File: src/design/axil_mux_consts.svh
/*
 * AXI4-Lite multiplexer constants
 * Port count, bus widths, outstanding depth and response codes
 */

`ifndef AXIL_MUX_CONSTS_SVH
`define AXIL_MUX_CONSTS_SVH

// Manager ports merged onto the one subordinate port
`define NUM_PORTS 4

// Bus widths
`define ADDR_W 32
`define DATA_W 32

// Outstanding transactions per direction, also the index FIFO depth
`define MAX_TRANS 4

// Width of a port number
`define IDX_W $clog2(`NUM_PORTS)

// AXI response codes
`define RESP_OKAY   2'b00
`define RESP_SLVERR 2'b10

`endif

File: src/design/axil_mux_pkg.sv
/*
 * AXI4-Lite multiplexer package
 * Width types shared by the arbiter, the FIFOs and the muxes
 */

`include "axil_mux_consts.svh"

package axil_mux_pkg;

  // Port number, selects one manager port
  typedef logic [`IDX_W-1:0] port_idx_t;

  // Address and protection of AW and AR
  typedef logic [`ADDR_W-1:0] addr_t;
  typedef logic [2:0]         prot_t;

  // Write and read data
  typedef logic [`DATA_W-1:0]   data_t;
  // One strobe bit per byte lane
  typedef logic [`DATA_W/8-1:0] strb_t;

  // B and R response code
  typedef logic [1:0] resp_t;

endpackage

File: src/design/axil_idx_fifo.sv
/*
 * Index FIFO
 * Circular buffer of port numbers, keeps the order in which
 * transactions were granted
 */

`include "axil_mux_consts.svh"

module axil_idx_fifo import axil_mux_pkg::*; #(
  parameter int unsigned DEPTH = `MAX_TRANS
) (
  input  logic      clk_i,
  input  logic      rst_n_i,
  input  logic      push_i,
  input  port_idx_t data_i,
  input  logic      pop_i,
  output port_idx_t data_o,
  output logic      full_o,
  output logic      empty_o
);

  localparam int unsigned PTR_W = $clog2(DEPTH);
  localparam int unsigned CNT_W = $clog2(DEPTH + 1);

  // Storage
  port_idx_t mem [DEPTH];
  logic [PTR_W-1:0] wr_ptr_q, rd_ptr_q;
  logic [CNT_W-1:0] count_q;

  assign full_o  = (count_q == CNT_W'(DEPTH));
  assign empty_o = (count_q == '0);
  // Head entry, valid while not empty
  assign data_o  = mem[rd_ptr_q];

  // --------------------
  // Pointers and count
  // --------------------
  always_ff @(posedge clk_i or negedge rst_n_i) begin
    if (!rst_n_i) begin
      wr_ptr_q <= '0;
      rd_ptr_q <= '0;
      count_q  <= '0;
    end else begin
      if (push_i) begin
        // Wrap explicitly, depth need not be a power of two
        wr_ptr_q <= (wr_ptr_q == PTR_W'(DEPTH - 1)) ? '0 : wr_ptr_q + 1'b1;
      end
      if (pop_i) begin
        rd_ptr_q <= (rd_ptr_q == PTR_W'(DEPTH - 1)) ? '0 : rd_ptr_q + 1'b1;
      end
      if (push_i && !pop_i) begin
        count_q <= count_q + 1'b1;
      end else if (pop_i && !push_i) begin
        count_q <= count_q - 1'b1;
      end
    end
  end

  // Entry write
  always_ff @(posedge clk_i) begin
    if (push_i) begin
      mem[wr_ptr_q] <= data_i;
    end
  end

  a_no_overflow:  assert property (@(posedge clk_i) disable iff (!rst_n_i) push_i |-> !full_o);
  a_no_underflow: assert property (@(posedge clk_i) disable iff (!rst_n_i) pop_i |-> !empty_o);

endmodule

File: src/design/axil_mux_top.sv
/*
 * AXI4-Lite multiplexer top
 * Joins the write and read path muxes, which share no state
 */

`include "axil_mux_consts.svh"

module axil_mux_top import axil_mux_pkg::*; (
  input  logic  clk_i,
  input  logic  rst_n_i,
  // Manager ports
  input  logic  s_awvalid_i [`NUM_PORTS],
  output logic  s_awready_o [`NUM_PORTS],
  input  addr_t s_awaddr_i  [`NUM_PORTS],
  input  prot_t s_awprot_i  [`NUM_PORTS],
  input  logic  s_wvalid_i  [`NUM_PORTS],
  output logic  s_wready_o  [`NUM_PORTS],
  input  data_t s_wdata_i   [`NUM_PORTS],
  input  strb_t s_wstrb_i   [`NUM_PORTS],
  output logic  s_bvalid_o  [`NUM_PORTS],
  input  logic  s_bready_i  [`NUM_PORTS],
  output resp_t s_bresp_o   [`NUM_PORTS],
  input  logic  s_arvalid_i [`NUM_PORTS],
  output logic  s_arready_o [`NUM_PORTS],
  input  addr_t s_araddr_i  [`NUM_PORTS],
  input  prot_t s_arprot_i  [`NUM_PORTS],
  output logic  s_rvalid_o  [`NUM_PORTS],
  input  logic  s_rready_i  [`NUM_PORTS],
  output data_t s_rdata_o   [`NUM_PORTS],
  output resp_t s_rresp_o   [`NUM_PORTS],
  // Subordinate port
  output logic  m_awvalid_o,
  input  logic  m_awready_i,
  output addr_t m_awaddr_o,
  output prot_t m_awprot_o,
  output logic  m_wvalid_o,
  input  logic  m_wready_i,
  output data_t m_wdata_o,
  output strb_t m_wstrb_o,
  input  logic  m_bvalid_i,
  output logic  m_bready_o,
  input  resp_t m_bresp_i,
  output logic  m_arvalid_o,
  input  logic  m_arready_i,
  output addr_t m_araddr_o,
  output prot_t m_arprot_o,
  input  logic  m_rvalid_i,
  output logic  m_rready_o,
  input  data_t m_rdata_i,
  input  resp_t m_rresp_i
);

  // Write path, AW W B
  axil_write_mux i_write_mux (
    .clk_i, .rst_n_i,
    .s_awvalid_i, .s_awready_o, .s_awaddr_i, .s_awprot_i,
    .s_wvalid_i,  .s_wready_o,  .s_wdata_i,  .s_wstrb_i,
    .s_bvalid_o,  .s_bready_i,  .s_bresp_o,
    .m_awvalid_o, .m_awready_i, .m_awaddr_o, .m_awprot_o,
    .m_wvalid_o,  .m_wready_i,  .m_wdata_o,  .m_wstrb_o,
    .m_bvalid_i,  .m_bready_o,  .m_bresp_i
  );

  // Read path, AR R
  axil_read_mux i_read_mux (
    .clk_i, .rst_n_i,
    .s_arvalid_i, .s_arready_o, .s_araddr_i, .s_arprot_i,
    .s_rvalid_o,  .s_rready_i,  .s_rdata_o,  .s_rresp_o,
    .m_arvalid_o, .m_arready_i, .m_araddr_o, .m_arprot_o,
    .m_rvalid_i,  .m_rready_o,  .m_rdata_i,  .m_rresp_i
  );

endmodule

File: src/design/axil_read_mux.sv
/*
 * AXI4-Lite read path multiplexer
 * Arbitrates AR round robin and routes each R back in order
 */

`include "axil_mux_consts.svh"

module axil_read_mux import axil_mux_pkg::*; (
  input  logic  clk_i,
  input  logic  rst_n_i,
  // Manager ports
  input  logic  s_arvalid_i [`NUM_PORTS],
  output logic  s_arready_o [`NUM_PORTS],
  input  addr_t s_araddr_i  [`NUM_PORTS],
  input  prot_t s_arprot_i  [`NUM_PORTS],
  output logic  s_rvalid_o  [`NUM_PORTS],
  input  logic  s_rready_i  [`NUM_PORTS],
  output data_t s_rdata_o   [`NUM_PORTS],
  output resp_t s_rresp_o   [`NUM_PORTS],
  // Subordinate port
  output logic  m_arvalid_o,
  input  logic  m_arready_i,
  output addr_t m_araddr_o,
  output prot_t m_arprot_o,
  input  logic  m_rvalid_i,
  output logic  m_rready_o,
  input  data_t m_rdata_i,
  input  resp_t m_rresp_i
);

  // Arbiter handshake
  logic      ar_valid, ar_ready;
  port_idx_t ar_idx;
  // R FIFO in order of AR transfers
  logic      r_fifo_push, r_fifo_pop, r_fifo_full, r_fifo_empty;
  port_idx_t r_sel;

  // --------------------
  // AR channel
  // --------------------
  axil_rr_arbiter i_ar_arb (
    .clk_i   (clk_i),
    .rst_n_i (rst_n_i),
    .req_i   (s_arvalid_i),
    .gnt_o   (s_arready_o),
    .addr_i  (s_araddr_i),
    .prot_i  (s_arprot_i),
    .valid_o (ar_valid),
    .ready_i (ar_ready),
    .addr_o  (m_araddr_o),
    .prot_o  (m_arprot_o),
    .idx_o   (ar_idx)
  );

  // AR held back while the R FIFO is full
  assign m_arvalid_o = ar_valid && !r_fifo_full;
  assign ar_ready    = m_arready_i && !r_fifo_full;
  assign r_fifo_push = m_arvalid_o && m_arready_i;

  axil_idx_fifo r_fifo (
    .clk_i   (clk_i),
    .rst_n_i (rst_n_i),
    .push_i  (r_fifo_push),
    .data_i  (ar_idx),
    .pop_i   (r_fifo_pop),
    .data_o  (r_sel),
    .full_o  (r_fifo_full),
    .empty_o (r_fifo_empty)
  );

  // --------------------
  // R channel
  // --------------------
  for (genvar p = 0; p < `NUM_PORTS; p++) begin : gen_r_out
    assign s_rvalid_o[p] = m_rvalid_i && !r_fifo_empty && (r_sel == port_idx_t'(p));
    assign s_rdata_o[p]  = m_rdata_i;
    assign s_rresp_o[p]  = m_rresp_i;
  end
  assign m_rready_o = !r_fifo_empty && s_rready_i[r_sel];
  assign r_fifo_pop = m_rvalid_i && m_rready_o;

  // Every R from the subordinate answers a recorded AR
  a_r_has_owner: assert property (@(posedge clk_i) disable iff (!rst_n_i)
    m_rvalid_i |-> !r_fifo_empty);

endmodule

File: src/design/axil_rr_arbiter.sv
/*
 * Round-robin address arbiter
 * Picks the next requesting port after the last winner and holds
 * the choice until the downstream side accepts the address
 */

`include "axil_mux_consts.svh"

module axil_rr_arbiter import axil_mux_pkg::*; (
  input  logic      clk_i,
  input  logic      rst_n_i,
  // Request side, one entry per port
  input  logic      req_i  [`NUM_PORTS],
  output logic      gnt_o  [`NUM_PORTS],
  input  addr_t     addr_i [`NUM_PORTS],
  input  prot_t     prot_i [`NUM_PORTS],
  // Winner side
  output logic      valid_o,
  input  logic      ready_i,
  output addr_t     addr_o,
  output prot_t     prot_o,
  output port_idx_t idx_o
);

  // Last port that transferred, rotation starts after it
  port_idx_t last_q;
  // Lock on a stalled offer
  logic      lock_q;
  port_idx_t lock_idx_q;
  // Fresh round-robin pick
  port_idx_t rr_idx;
  logic      rr_found;

  // --------------------
  // Round-robin pick
  // --------------------
  always_comb begin : p_pick
    port_idx_t cand;
    rr_idx   = last_q;
    rr_found = 1'b0;
    cand     = last_q;
    // Scan from the port after the last winner, wrapping around
    for (int unsigned i = 1; i <= `NUM_PORTS; i++) begin
      cand = port_idx_t'((last_q + i) % `NUM_PORTS);
      if (!rr_found && req_i[cand]) begin
        rr_idx   = cand;
        rr_found = 1'b1;
      end
    end
  end

  // Locked choice wins over a fresh pick
  assign idx_o   = lock_q ? lock_idx_q : rr_idx;
  assign valid_o = lock_q ? req_i[lock_idx_q] : rr_found;
  assign addr_o  = addr_i[idx_o];
  assign prot_o  = prot_i[idx_o];

  // Grant only the winner, and only on the transfer
  for (genvar p = 0; p < `NUM_PORTS; p++) begin : gen_gnt
    assign gnt_o[p] = valid_o && ready_i && (idx_o == port_idx_t'(p));
  end

  // --------------------
  // State
  // --------------------
  always_ff @(posedge clk_i or negedge rst_n_i) begin
    if (!rst_n_i) begin
      // Port 0 comes first after reset
      last_q     <= port_idx_t'(`NUM_PORTS - 1);
      lock_q     <= 1'b0;
      lock_idx_q <= '0;
    end else begin
      lock_q <= valid_o && !ready_i;
      if (!lock_q) begin
        lock_idx_q <= rr_idx;
      end
      if (valid_o && ready_i) begin
        last_q <= idx_o;
      end
    end
  end

  // Offer stays put while stalled, as long as the managers follow AXI
  a_stall_stable: assert property (@(posedge clk_i) disable iff (!rst_n_i)
    valid_o && !ready_i |=> $stable(addr_o) && $stable(idx_o));

endmodule

File: src/design/axil_write_mux.sv
/*
 * AXI4-Lite write path multiplexer
 * Arbitrates AW round robin, steers W in grant order and
 * returns each B to the port that issued the write
 */

`include "axil_mux_consts.svh"

module axil_write_mux import axil_mux_pkg::*; (
  input  logic  clk_i,
  input  logic  rst_n_i,
  // Manager ports
  input  logic  s_awvalid_i [`NUM_PORTS],
  output logic  s_awready_o [`NUM_PORTS],
  input  addr_t s_awaddr_i  [`NUM_PORTS],
  input  prot_t s_awprot_i  [`NUM_PORTS],
  input  logic  s_wvalid_i  [`NUM_PORTS],
  output logic  s_wready_o  [`NUM_PORTS],
  input  data_t s_wdata_i   [`NUM_PORTS],
  input  strb_t s_wstrb_i   [`NUM_PORTS],
  output logic  s_bvalid_o  [`NUM_PORTS],
  input  logic  s_bready_i  [`NUM_PORTS],
  output resp_t s_bresp_o   [`NUM_PORTS],
  // Subordinate port
  output logic  m_awvalid_o,
  input  logic  m_awready_i,
  output addr_t m_awaddr_o,
  output prot_t m_awprot_o,
  output logic  m_wvalid_o,
  input  logic  m_wready_i,
  output data_t m_wdata_o,
  output strb_t m_wstrb_o,
  input  logic  m_bvalid_i,
  output logic  m_bready_o,
  input  resp_t m_bresp_i
);

  // Arbiter handshake gated by the W FIFO
  logic      aw_valid, aw_ready;
  port_idx_t aw_idx;
  // AW valid lock against a second push for a stalled AW
  logic      lock_q, lock_d;
  // W FIFO in order of AW grants
  logic      w_fifo_push, w_fifo_pop, w_fifo_full, w_fifo_empty;
  port_idx_t w_sel;
  // B FIFO in order of W transfers
  logic      b_fifo_pop, b_fifo_full, b_fifo_empty;
  port_idx_t b_sel;
  // W may pass
  logic      w_open;

  // --------------------
  // AW channel
  // --------------------
  axil_rr_arbiter i_aw_arb (
    .clk_i   (clk_i),
    .rst_n_i (rst_n_i),
    .req_i   (s_awvalid_i),
    .gnt_o   (s_awready_o),
    .addr_i  (s_awaddr_i),
    .prot_i  (s_awprot_i),
    .valid_o (aw_valid),
    .ready_i (aw_ready),
    .addr_o  (m_awaddr_o),
    .prot_o  (m_awprot_o),
    .idx_o   (aw_idx)
  );

  always_comb begin
    lock_d      = lock_q;
    w_fifo_push = 1'b0;
    m_awvalid_o = 1'b0;
    aw_ready    = 1'b0;
    if (lock_q) begin
      // Index already pushed so just wait for the transfer
      m_awvalid_o = 1'b1;
      if (m_awready_i) begin
        aw_ready = 1'b1;
        lock_d   = 1'b0;
      end
    end else if (aw_valid && !w_fifo_full) begin
      // First offer records the winner for W
      m_awvalid_o = 1'b1;
      w_fifo_push = 1'b1;
      if (m_awready_i) begin
        aw_ready = 1'b1;
      end else begin
        lock_d = 1'b1;
      end
    end
  end

  always_ff @(posedge clk_i or negedge rst_n_i) begin
    if (!rst_n_i) begin
      lock_q <= 1'b0;
    end else begin
      lock_q <= lock_d;
    end
  end

  axil_idx_fifo w_fifo (
    .clk_i   (clk_i),
    .rst_n_i (rst_n_i),
    .push_i  (w_fifo_push),
    .data_i  (aw_idx),
    .pop_i   (w_fifo_pop),
    .data_o  (w_sel),
    .full_o  (w_fifo_full),
    .empty_o (w_fifo_empty)
  );

  // --------------------
  // W channel
  // --------------------
  // Head port only and only with room for its B
  assign w_open     = !w_fifo_empty && !b_fifo_full;
  assign m_wvalid_o = w_open && s_wvalid_i[w_sel];
  assign m_wdata_o  = s_wdata_i[w_sel];
  assign m_wstrb_o  = s_wstrb_i[w_sel];
  assign w_fifo_pop = m_wvalid_o && m_wready_i;

  for (genvar p = 0; p < `NUM_PORTS; p++) begin : gen_w_ready
    assign s_wready_o[p] = m_wready_i && w_open && (w_sel == port_idx_t'(p));
  end

  // Index moves on to the B FIFO with each W transfer
  axil_idx_fifo b_fifo (
    .clk_i   (clk_i),
    .rst_n_i (rst_n_i),
    .push_i  (w_fifo_pop),
    .data_i  (w_sel),
    .pop_i   (b_fifo_pop),
    .data_o  (b_sel),
    .full_o  (b_fifo_full),
    .empty_o (b_fifo_empty)
  );

  // --------------------
  // B channel
  // --------------------
  for (genvar p = 0; p < `NUM_PORTS; p++) begin : gen_b_out
    assign s_bvalid_o[p] = m_bvalid_i && !b_fifo_empty && (b_sel == port_idx_t'(p));
    assign s_bresp_o[p]  = m_bresp_i;
  end
  assign m_bready_o = !b_fifo_empty && s_bready_i[b_sel];
  assign b_fifo_pop = m_bvalid_i && m_bready_o;

  // Every B from the subordinate answers a write whose W has gone out
  a_b_has_owner: assert property (@(posedge clk_i) disable iff (!rst_n_i)
    m_bvalid_i |-> !b_fifo_empty);

endmodule

File: config.mk
export PLATFORM = sky130hd
export DESIGN_NAME = axil_mux_top
export DESIGN_NICKNAME = d
export VERILOG_FILES = /design/src/design/axil_mux_pkg.sv /design/src/design/axil_idx_fifo.sv /design/src/design/axil_mux_top.sv /design/src/design/axil_read_mux.sv /design/src/design/axil_rr_arbiter.sv /design/src/design/axil_write_mux.sv
export VERILOG_INCLUDE_DIRS = /design/src /design/src/design
export SDC_FILE = /design/constraint.sdc
export NUM_CORES = 1
export LEC_CHECK = 0
export BUFFER_PORTS_ARGS = -buffer_cell sky130_fd_sc_hd__buf_4
export CAP_MARGIN = 15
export CORE_AREA = 2 2 299 301
export CTS_CLUSTER_SIZE = 8
export DETAILED_ROUTE_END_ITERATION = 10
export DIE_AREA = 0 0 301 303
export GPL_TIMING_DRIVEN = 0
export SLEW_MARGIN = 20
export SYNTH_ARGS = -nofsm -noshare
export SYNTH_HDL_FRONTEND = slang
export SYNTH_SLANG_ARGS = --single-unit
File: constraint.sdc
create_clock -name clk_i -period 3.8 [get_ports clk_i]
set_clock_uncertainty 0.1 [all_clocks]
set_input_delay 1.14 -clock clk_i [delete_from_list [all_inputs] [get_ports clk_i]]
set_output_delay 1.14 -clock clk_i [all_outputs]
set_load 0.02 [all_outputs]
-- Word-level counts from Yosys, hierarchy flattened
Memory sizes are Yosys's and may differ from the RTL's.
Index checks and enable logic that the tools add are counted.
- memories: 3
- RAM bits: 24
- output and inout bits: 275
- logic and storage cells: 277
- bits of input ports: 487
- register bits after elaboration: 32
- memories (memory ; depth ; width ; rd ports ; clocked after memory_dff ; write ports ; RTL line ; source):
    i_read_mux.r_fifo.mem ; 4 ; 2 ; 1 ; 0 ; 1 ; axil_idx_fifo.sv:26 ; port_idx_t mem [DEPTH];
    i_write_mux.b_fifo.mem ; 4 ; 2 ; 1 ; 0 ; 1 ; axil_idx_fifo.sv:26 ;
    i_write_mux.w_fifo.mem ; 4 ; 2 ; 1 ; 0 ; 1 ; axil_idx_fifo.sv:26 ;
- add/subtract/negate cells: 20
- bitwise logic cells: 15
- equal/unequal tests: 24
- magnitude comparators: 15
- reduce and logical (&&, ||, !) cells: 80
- multiplexer cells: 104
- operators with widths (cell ; number):
    binary-select mux 32 bit (select 2 bit) ; 3
    two-way mux 32 bit ; 6
    two-way mux 1 bit ; 51
    logical AND 1 bit ; 50
    >= comparator 3 bit (second input constant) ; 15
    inverter 2 -> 3 bit ; 15
    == test 2 bit (second input constant) ; 16
    two-way mux 2 bit ; 16
    two-way mux 3 bit ; 10
    binary-select mux 1 bit (select 2 bit) ; 13
    adder 2 x 1 -> 2 bit (second input constant) ; 10
    zero test 1 bit ; 19
    binary-select mux 3 bit (select 2 bit) ; 2
    == test 2 x 1 -> 1 bit (second input constant) ; 5
    zero test 2 bit ; 5
    adder 3 x 1 -> 3 bit (second input constant) ; 3
    == test 3 bit (second input constant) ; 3
    zero test 3 bit ; 3
    subtractor 3 x 1 -> 3 bit (second input constant) ; 3
    adder 2 bit (second input constant) ; 4
    binary-select mux 4 bit (select 2 bit) ; 1
    two-way mux 4 bit ; 2
    nonzero test 2 bit ; 3

-- Longest topological paths before layout
- depth in word-level cells: 23
- mapped depth: 11

-- Hierarchy
From an unflattened synthesis, not the netlist that was laid out.
- cell total of the unflattened synthesis: 869
- area total of the unflattened synthesis: 7687.4 um^2
- by module, submodules not included (module ; cells each ; area each (um^2) ; times used):
    axil_rr_arbiter ; 253 ; 1609.0 ; 2
    axil_idx_fifo (i_read_mux.r_fifo ...) ; 47 ; 704.4 ; 2
    axil_write_mux ; 76 ; 1238.7 ; 1
    axil_read_mux ; 146 ; 1118.6 ; 1
    axil_idx_fifo (i_write_mux.b_fifo) ; 47 ; 703.2 ; 1

-- Least setup slack after synthesis
Ideal clock, no wire load.
- path kind: input to output
- start: input port s_awvalid_i[0] in the netlist's numbering
- end: output port s_awready_o[3] in the netlist's numbering
- stages on the path: 7
- path slack: -0.256 ns
- arrival time: 2.816 ns
- path through: o21ai_0 -> a21oi_1 -> o31ai_4 -> inv_2 -> buf_4 -> buf_2 -> nor4_1
- RTL lines (item ; RTL line ; source):
    start: declaration ; axil_mux_top.sv:12 ; input logic s_awvalid_i [`NUM_PORTS],
    end: declaration ; axil_mux_top.sv:13 ; output logic s_awready_o [`NUM_PORTS],

-- Final worst setup path
- start: input port s_arvalid_i[0] in the netlist's numbering
- end: output port m_araddr_o[24]
- cells in the longest elaborated chain, start to end: 18
- RTL lines (item ; RTL line ; source):
    start: declaration ; axil_mux_top.sv:23 ; input logic s_arvalid_i [`NUM_PORTS],
    binary-select mux 1 bit (select 2 bit) ; axil_rr_arbiter.sv:45 ; if (!rr_found && req_i[cand]) begin
    two-way mux 1 bit (implied by the code) (2 in a row) ; axil_rr_arbiter.sv:45 ;
    two-way mux 1 bit ; axil_rr_arbiter.sv:45 ;
    zero test 1 bit ; axil_rr_arbiter.sv:45 ;
    logical AND 1 bit ; axil_rr_arbiter.sv:45 ;
    two-way mux 1 bit ; axil_rr_arbiter.sv:45 ;
    zero test 1 bit ; axil_rr_arbiter.sv:45 ;
    logical AND 1 bit ; axil_rr_arbiter.sv:45 ;
    two-way mux 1 bit ; axil_rr_arbiter.sv:45 ;
    zero test 1 bit ; axil_rr_arbiter.sv:45 ;
    logical AND 1 bit ; axil_rr_arbiter.sv:45 ;
    two-way mux 2 bit * ; axil_rr_arbiter.sv:45 ;
    two-way mux 2 bit * ; axil_rr_arbiter.sv:53 ; assign idx_o = lock_q ? lock_idx_q : rr_idx;
    inverter 2 -> 3 bit (implied by the code) * ; axil_rr_arbiter.sv:55 ; assign addr_o = addr_i[idx_o];
    binary-select mux 32 bit (select 2 bit) * ; axil_rr_arbiter.sv:55 ;
    two-way mux 32 bit (implied by the code) * (2 in a row) ; axil_rr_arbiter.sv:55 ;
    end: declaration ; axil_mux_top.sv:45 ; output addr_t m_araddr_o,
Mark *: on every way between the ends. The rest lies on a longest branch, timed or not. The select of a mux whose other input is x is not followed.

==> metrics <==
status=finished, violations left; failing checks=negative setup slack; CTS tree=built; Leakage=0.00776 uW; min Tclk post-route=4010 ps; Commonest cells post-synth=150 x buf_4, 115 x mux2i_1, 115 x nand2_1; RSZ-0062 raised after global routing=yes; Rows=109; Yosys warnings=0; ranking of synthesized cells by area=mux2i_1 16%, buf_4 16%, mux4_2 13%; vias in the first global route=8739; leading area contributor after synthesis=mux2i_1; most frequent cell after synthesis=buf_4; Worst Setup Path Type=in2out; maximum VDD drop=0.474 mV; critical path launch point type=input pin; quantity of I/O buffers inserted on ports=725; Hold WS=419 ps; All-Layer GR Usage=9.24%; Main synth FF type=dfrtp_1; Clock transition at path regs=80 ps; kind of end point of the critical path=primary output; Fin. Hold Viols=0; global route overflow=0; number of CTS-inserted buffers=5; Setup crit start=s_arvalid_i[0]; sequential share of power=8.5%; setup slack, reg-to-reg=650 ps; Sw Share=47.8%; switching pwr=6820 uW; EDFF count, synth=24; die span in y=303 um; CORE AREA=88000 um^2; critical path arrival=2770 ps; total chip power=14200 uW; Root Driver=clkbuf_16; #FFs+latches synth=56; final worst slack=-206 ps; Yosys cell types=51; Synth Area per Inst=9.45 um^2; Final Slew Violations=0; number of max-cap violations=0; Post-Syn Nets=1269; starting density of the core=8.17%; global placement routability congestion=0.954; io pins=762; Final ANT Viol Nets=0; DR pass1 iterations=5; Int Pwr=7430 uW; post-synth top area share=16.0%; Worst Tran Pin Value=733 ps; WL/cell=17.5 um; critical path peak fanout=5; Async SR Flop Fraction=57.1%; fmax=250 MHz; Via density=3.33; DR vias=9050; Combinational Power Share=88.0%; die area=91200 um^2; final layout net count=2062; Worst-Skew Late Latency=310 ps; drc violations=0; synthesized cell area=7190 um^2; initial antenna violation count=4; first-pass GRT wire length=60.9 mm; share of cells above drive strength 1=75.9%; Routed WL=47.7 mm; P per Cell Area=855 nW/um^2; H-tree Lvls=2; type of the tightest min-delay check=reg2reg; # clock sinks=56; Post-DP HPWL=40.3 mm; synthesized instance count=761; drt first-iter violations=347; worst rel slew slack=50.8%; fill count=9758; Die X=301 um; reg2reg path depth=12; post-layout util=18.9%; Seq/Total Area, Yosys=21.2%; fin crit share=105%; RR Endpoint=i_write_mux.w_fifo.count_q[2]; crit path capture=m_araddr_o[24]; largest net degree at the start of global routing=33; WP data required=2560 ps; final setup violating endpoints=76; area grow syn2layout=132%; RR Startpoint=i_write_mux.w_fifo.rd_ptr_q[1]; deepest clock path buffer count=2; Clk pwr share=3.5%
## metrics by stage
| step | setup TNS [ps] | cells | worst slack, ps | cell area, um^2 |
|---|---|---|---|---|
| final | -8760 | 2721 | -206 | 16700 |
| after global routing | -12680 | 2720 | -249 | 16700 |
| after CTS | -10570 | 2692 | -246 | 15700 |
| after detailed placement | -54560 | 2652 | -962 | 14300 |
| after global placement | -54550 | 2651 | -967 | 14300 |
| after floorplan | 0 | 761 | 1.27 | 7430 |
## flip-flops by register name, indices dropped and copies added, names as in the netlist
register	cells
i_read_mux.r_fifo.mem	8
i_write_mux.b_fifo.mem	8
i_write_mux.w_fifo.mem	8
i_read_mux.r_fifo.count_q	3
i_write_mux.b_fifo.count_q	3
i_write_mux.w_fifo.count_q	3
i_read_mux.i_ar_arb.last_q	2
i_read_mux.i_ar_arb.lock_idx_q	2
i_read_mux.r_fifo.rd_ptr_q	2
i_read_mux.r_fifo.wr_ptr_q	2
i_write_mux.b_fifo.rd_ptr_q	2
i_write_mux.b_fifo.wr_ptr_q	2
i_write_mux.i_aw_arb.last_q	2
i_write_mux.i_aw_arb.lock_idx_q	2
i_write_mux.w_fifo.rd_ptr_q	2
i_write_mux.w_fifo.wr_ptr_q	2
i_read_mux.i_ar_arb.lock_q	1
i_write_mux.i_aw_arb.lock_q	1
i_write_mux.lock_q	1
## cell usage in the layout (no fill, tap or decap), types with 3 or more instances in the layout
cell type	netlist	layout
a21oi_1	41	7
a21oi_2	1	14
a21oi_4	0	21
a32oi_2	0	31
and2_1	13	13
buf_12	0	27
buf_16	0	4
buf_2	12	5
buf_4	150	871
buf_6	3	38
buf_8	0	13
clkbuf_16	0	19
dfrtp_1	28	28
dfstp_2	4	4
edfxtp_1	24	24
fa_1	3	3
ha_1	18	18
inv_1	19	19
mux2_1	8	8
mux2_2	6	6
mux2_4	3	3
mux2i_1	115	104
mux2i_2	2	9
mux2i_4	1	5
mux4_2	43	43
nand2_1	115	85
nand2_2	0	16
nand2_4	0	13
nand2b_1	13	9
nand2b_4	0	4
nor2_1	33	29
nor2_4	0	4
nor2b_1	5	5
nor3_1	3	3
o21ai_1	4	3
xnor2_1	4	4
xor2_1	5	5
## cells by family after synthesis
kind of cell | count (synthesis) | synth area share (%)
adder cells (fa/ha/maj) | 21 | 3.97
AND/OR/NAND/NOR | 194 | 12.0
flip-flops | 56 | 21.2
multiplexers | 178 | 33.0
XOR/XNOR | 9 | 1.10
AO/OA/AOI/OAI | 94 | 9.42
buffers and inverters | 209 | 19.3
## routing by layer
| layer | vias to the layer above | wire [um] | track usage (%) |
|---|---|---|---|
| li1 | 4187 | - | - |
| met1 | 4317 | 18800 | 11.2 |
| met2 | 495 | 24000 | 16.3 |
| met3 | 49 | 4000 | 2.11 |
| met4 | 2 | 1000 | 2.43 |
| met5 | - | 13 | 0 |
## worst max-delay path, stage by stage
cell	delay, ps
buf_8	100
or2_4	250
a21oi_4	150
o31ai_4	90
buf_12	160
buf_16	140
buf_4	130
clkbuf_16	160
mux2i_1	110
mux2i_1	140
buf_4	170
## area by class of cell
type                    count  area [um^2]  area share [%]
flip-flops and latches     56         1530            9.16
repair buffers            788         6450            38.7
diodes                      1         2.50          0.0150
clock buffers               5          125           0.751
multi-input cells         496         5220            31.3
clock inverters             3         33.8           0.203
well taps                1165         1460            8.75
inverters                  21         96.3           0.578
plain buffers             186         1750            10.5
## power by group through the flow
stage	clock network, uW	logic, uW	registers [uW]
after floorplan	0	5830	1140
after global routing	544	13200	1260
after CTS	527	11300	1210
after detailed placement	0	9550	1210
after global placement	0	9500	1190
final	503	12500	1210
## how the worst min path moves through the flow
stage | endpoint | slack (ps) | from | cells past startpoint
2_1_floorplan | i_write_mux.b_fifo.count_q[2] | 360 | i_write_mux.b_fifo.count_q[2] | 1
3_3_place_gp | i_read_mux.i_ar_arb.last_q[0] | 400 | i_read_mux.i_ar_arb.last_q[0] | 2
3_5_place_dp | i_read_mux.i_ar_arb.last_q[0] | 400 | i_read_mux.i_ar_arb.last_q[0] | 2
4_1_cts | i_read_mux.i_ar_arb.last_q[0] | 420 | i_read_mux.i_ar_arb.last_q[0] | 2
5_1_grt | i_write_mux.b_fifo.count_q[2] | 460 | i_write_mux.b_fifo.count_q[2] | 1
6_report | i_write_mux.b_fifo.count_q[2] | 420 | i_write_mux.b_fifo.count_q[2] | 1
## timing repair
| item | in CTS | in global routing |
|---|---|---|
| hold buffers | 0 | 0 |
| setup buffers | 28 | 23 |
| gates resized for setup | 211 | 136 |
| gates cloned | 4 | 9 |
| pin swaps | 20 | 50 |
| endpoints found under the setup margin | 82 | 90 |
No activity file was read; power rests on OpenSTA's default activity.
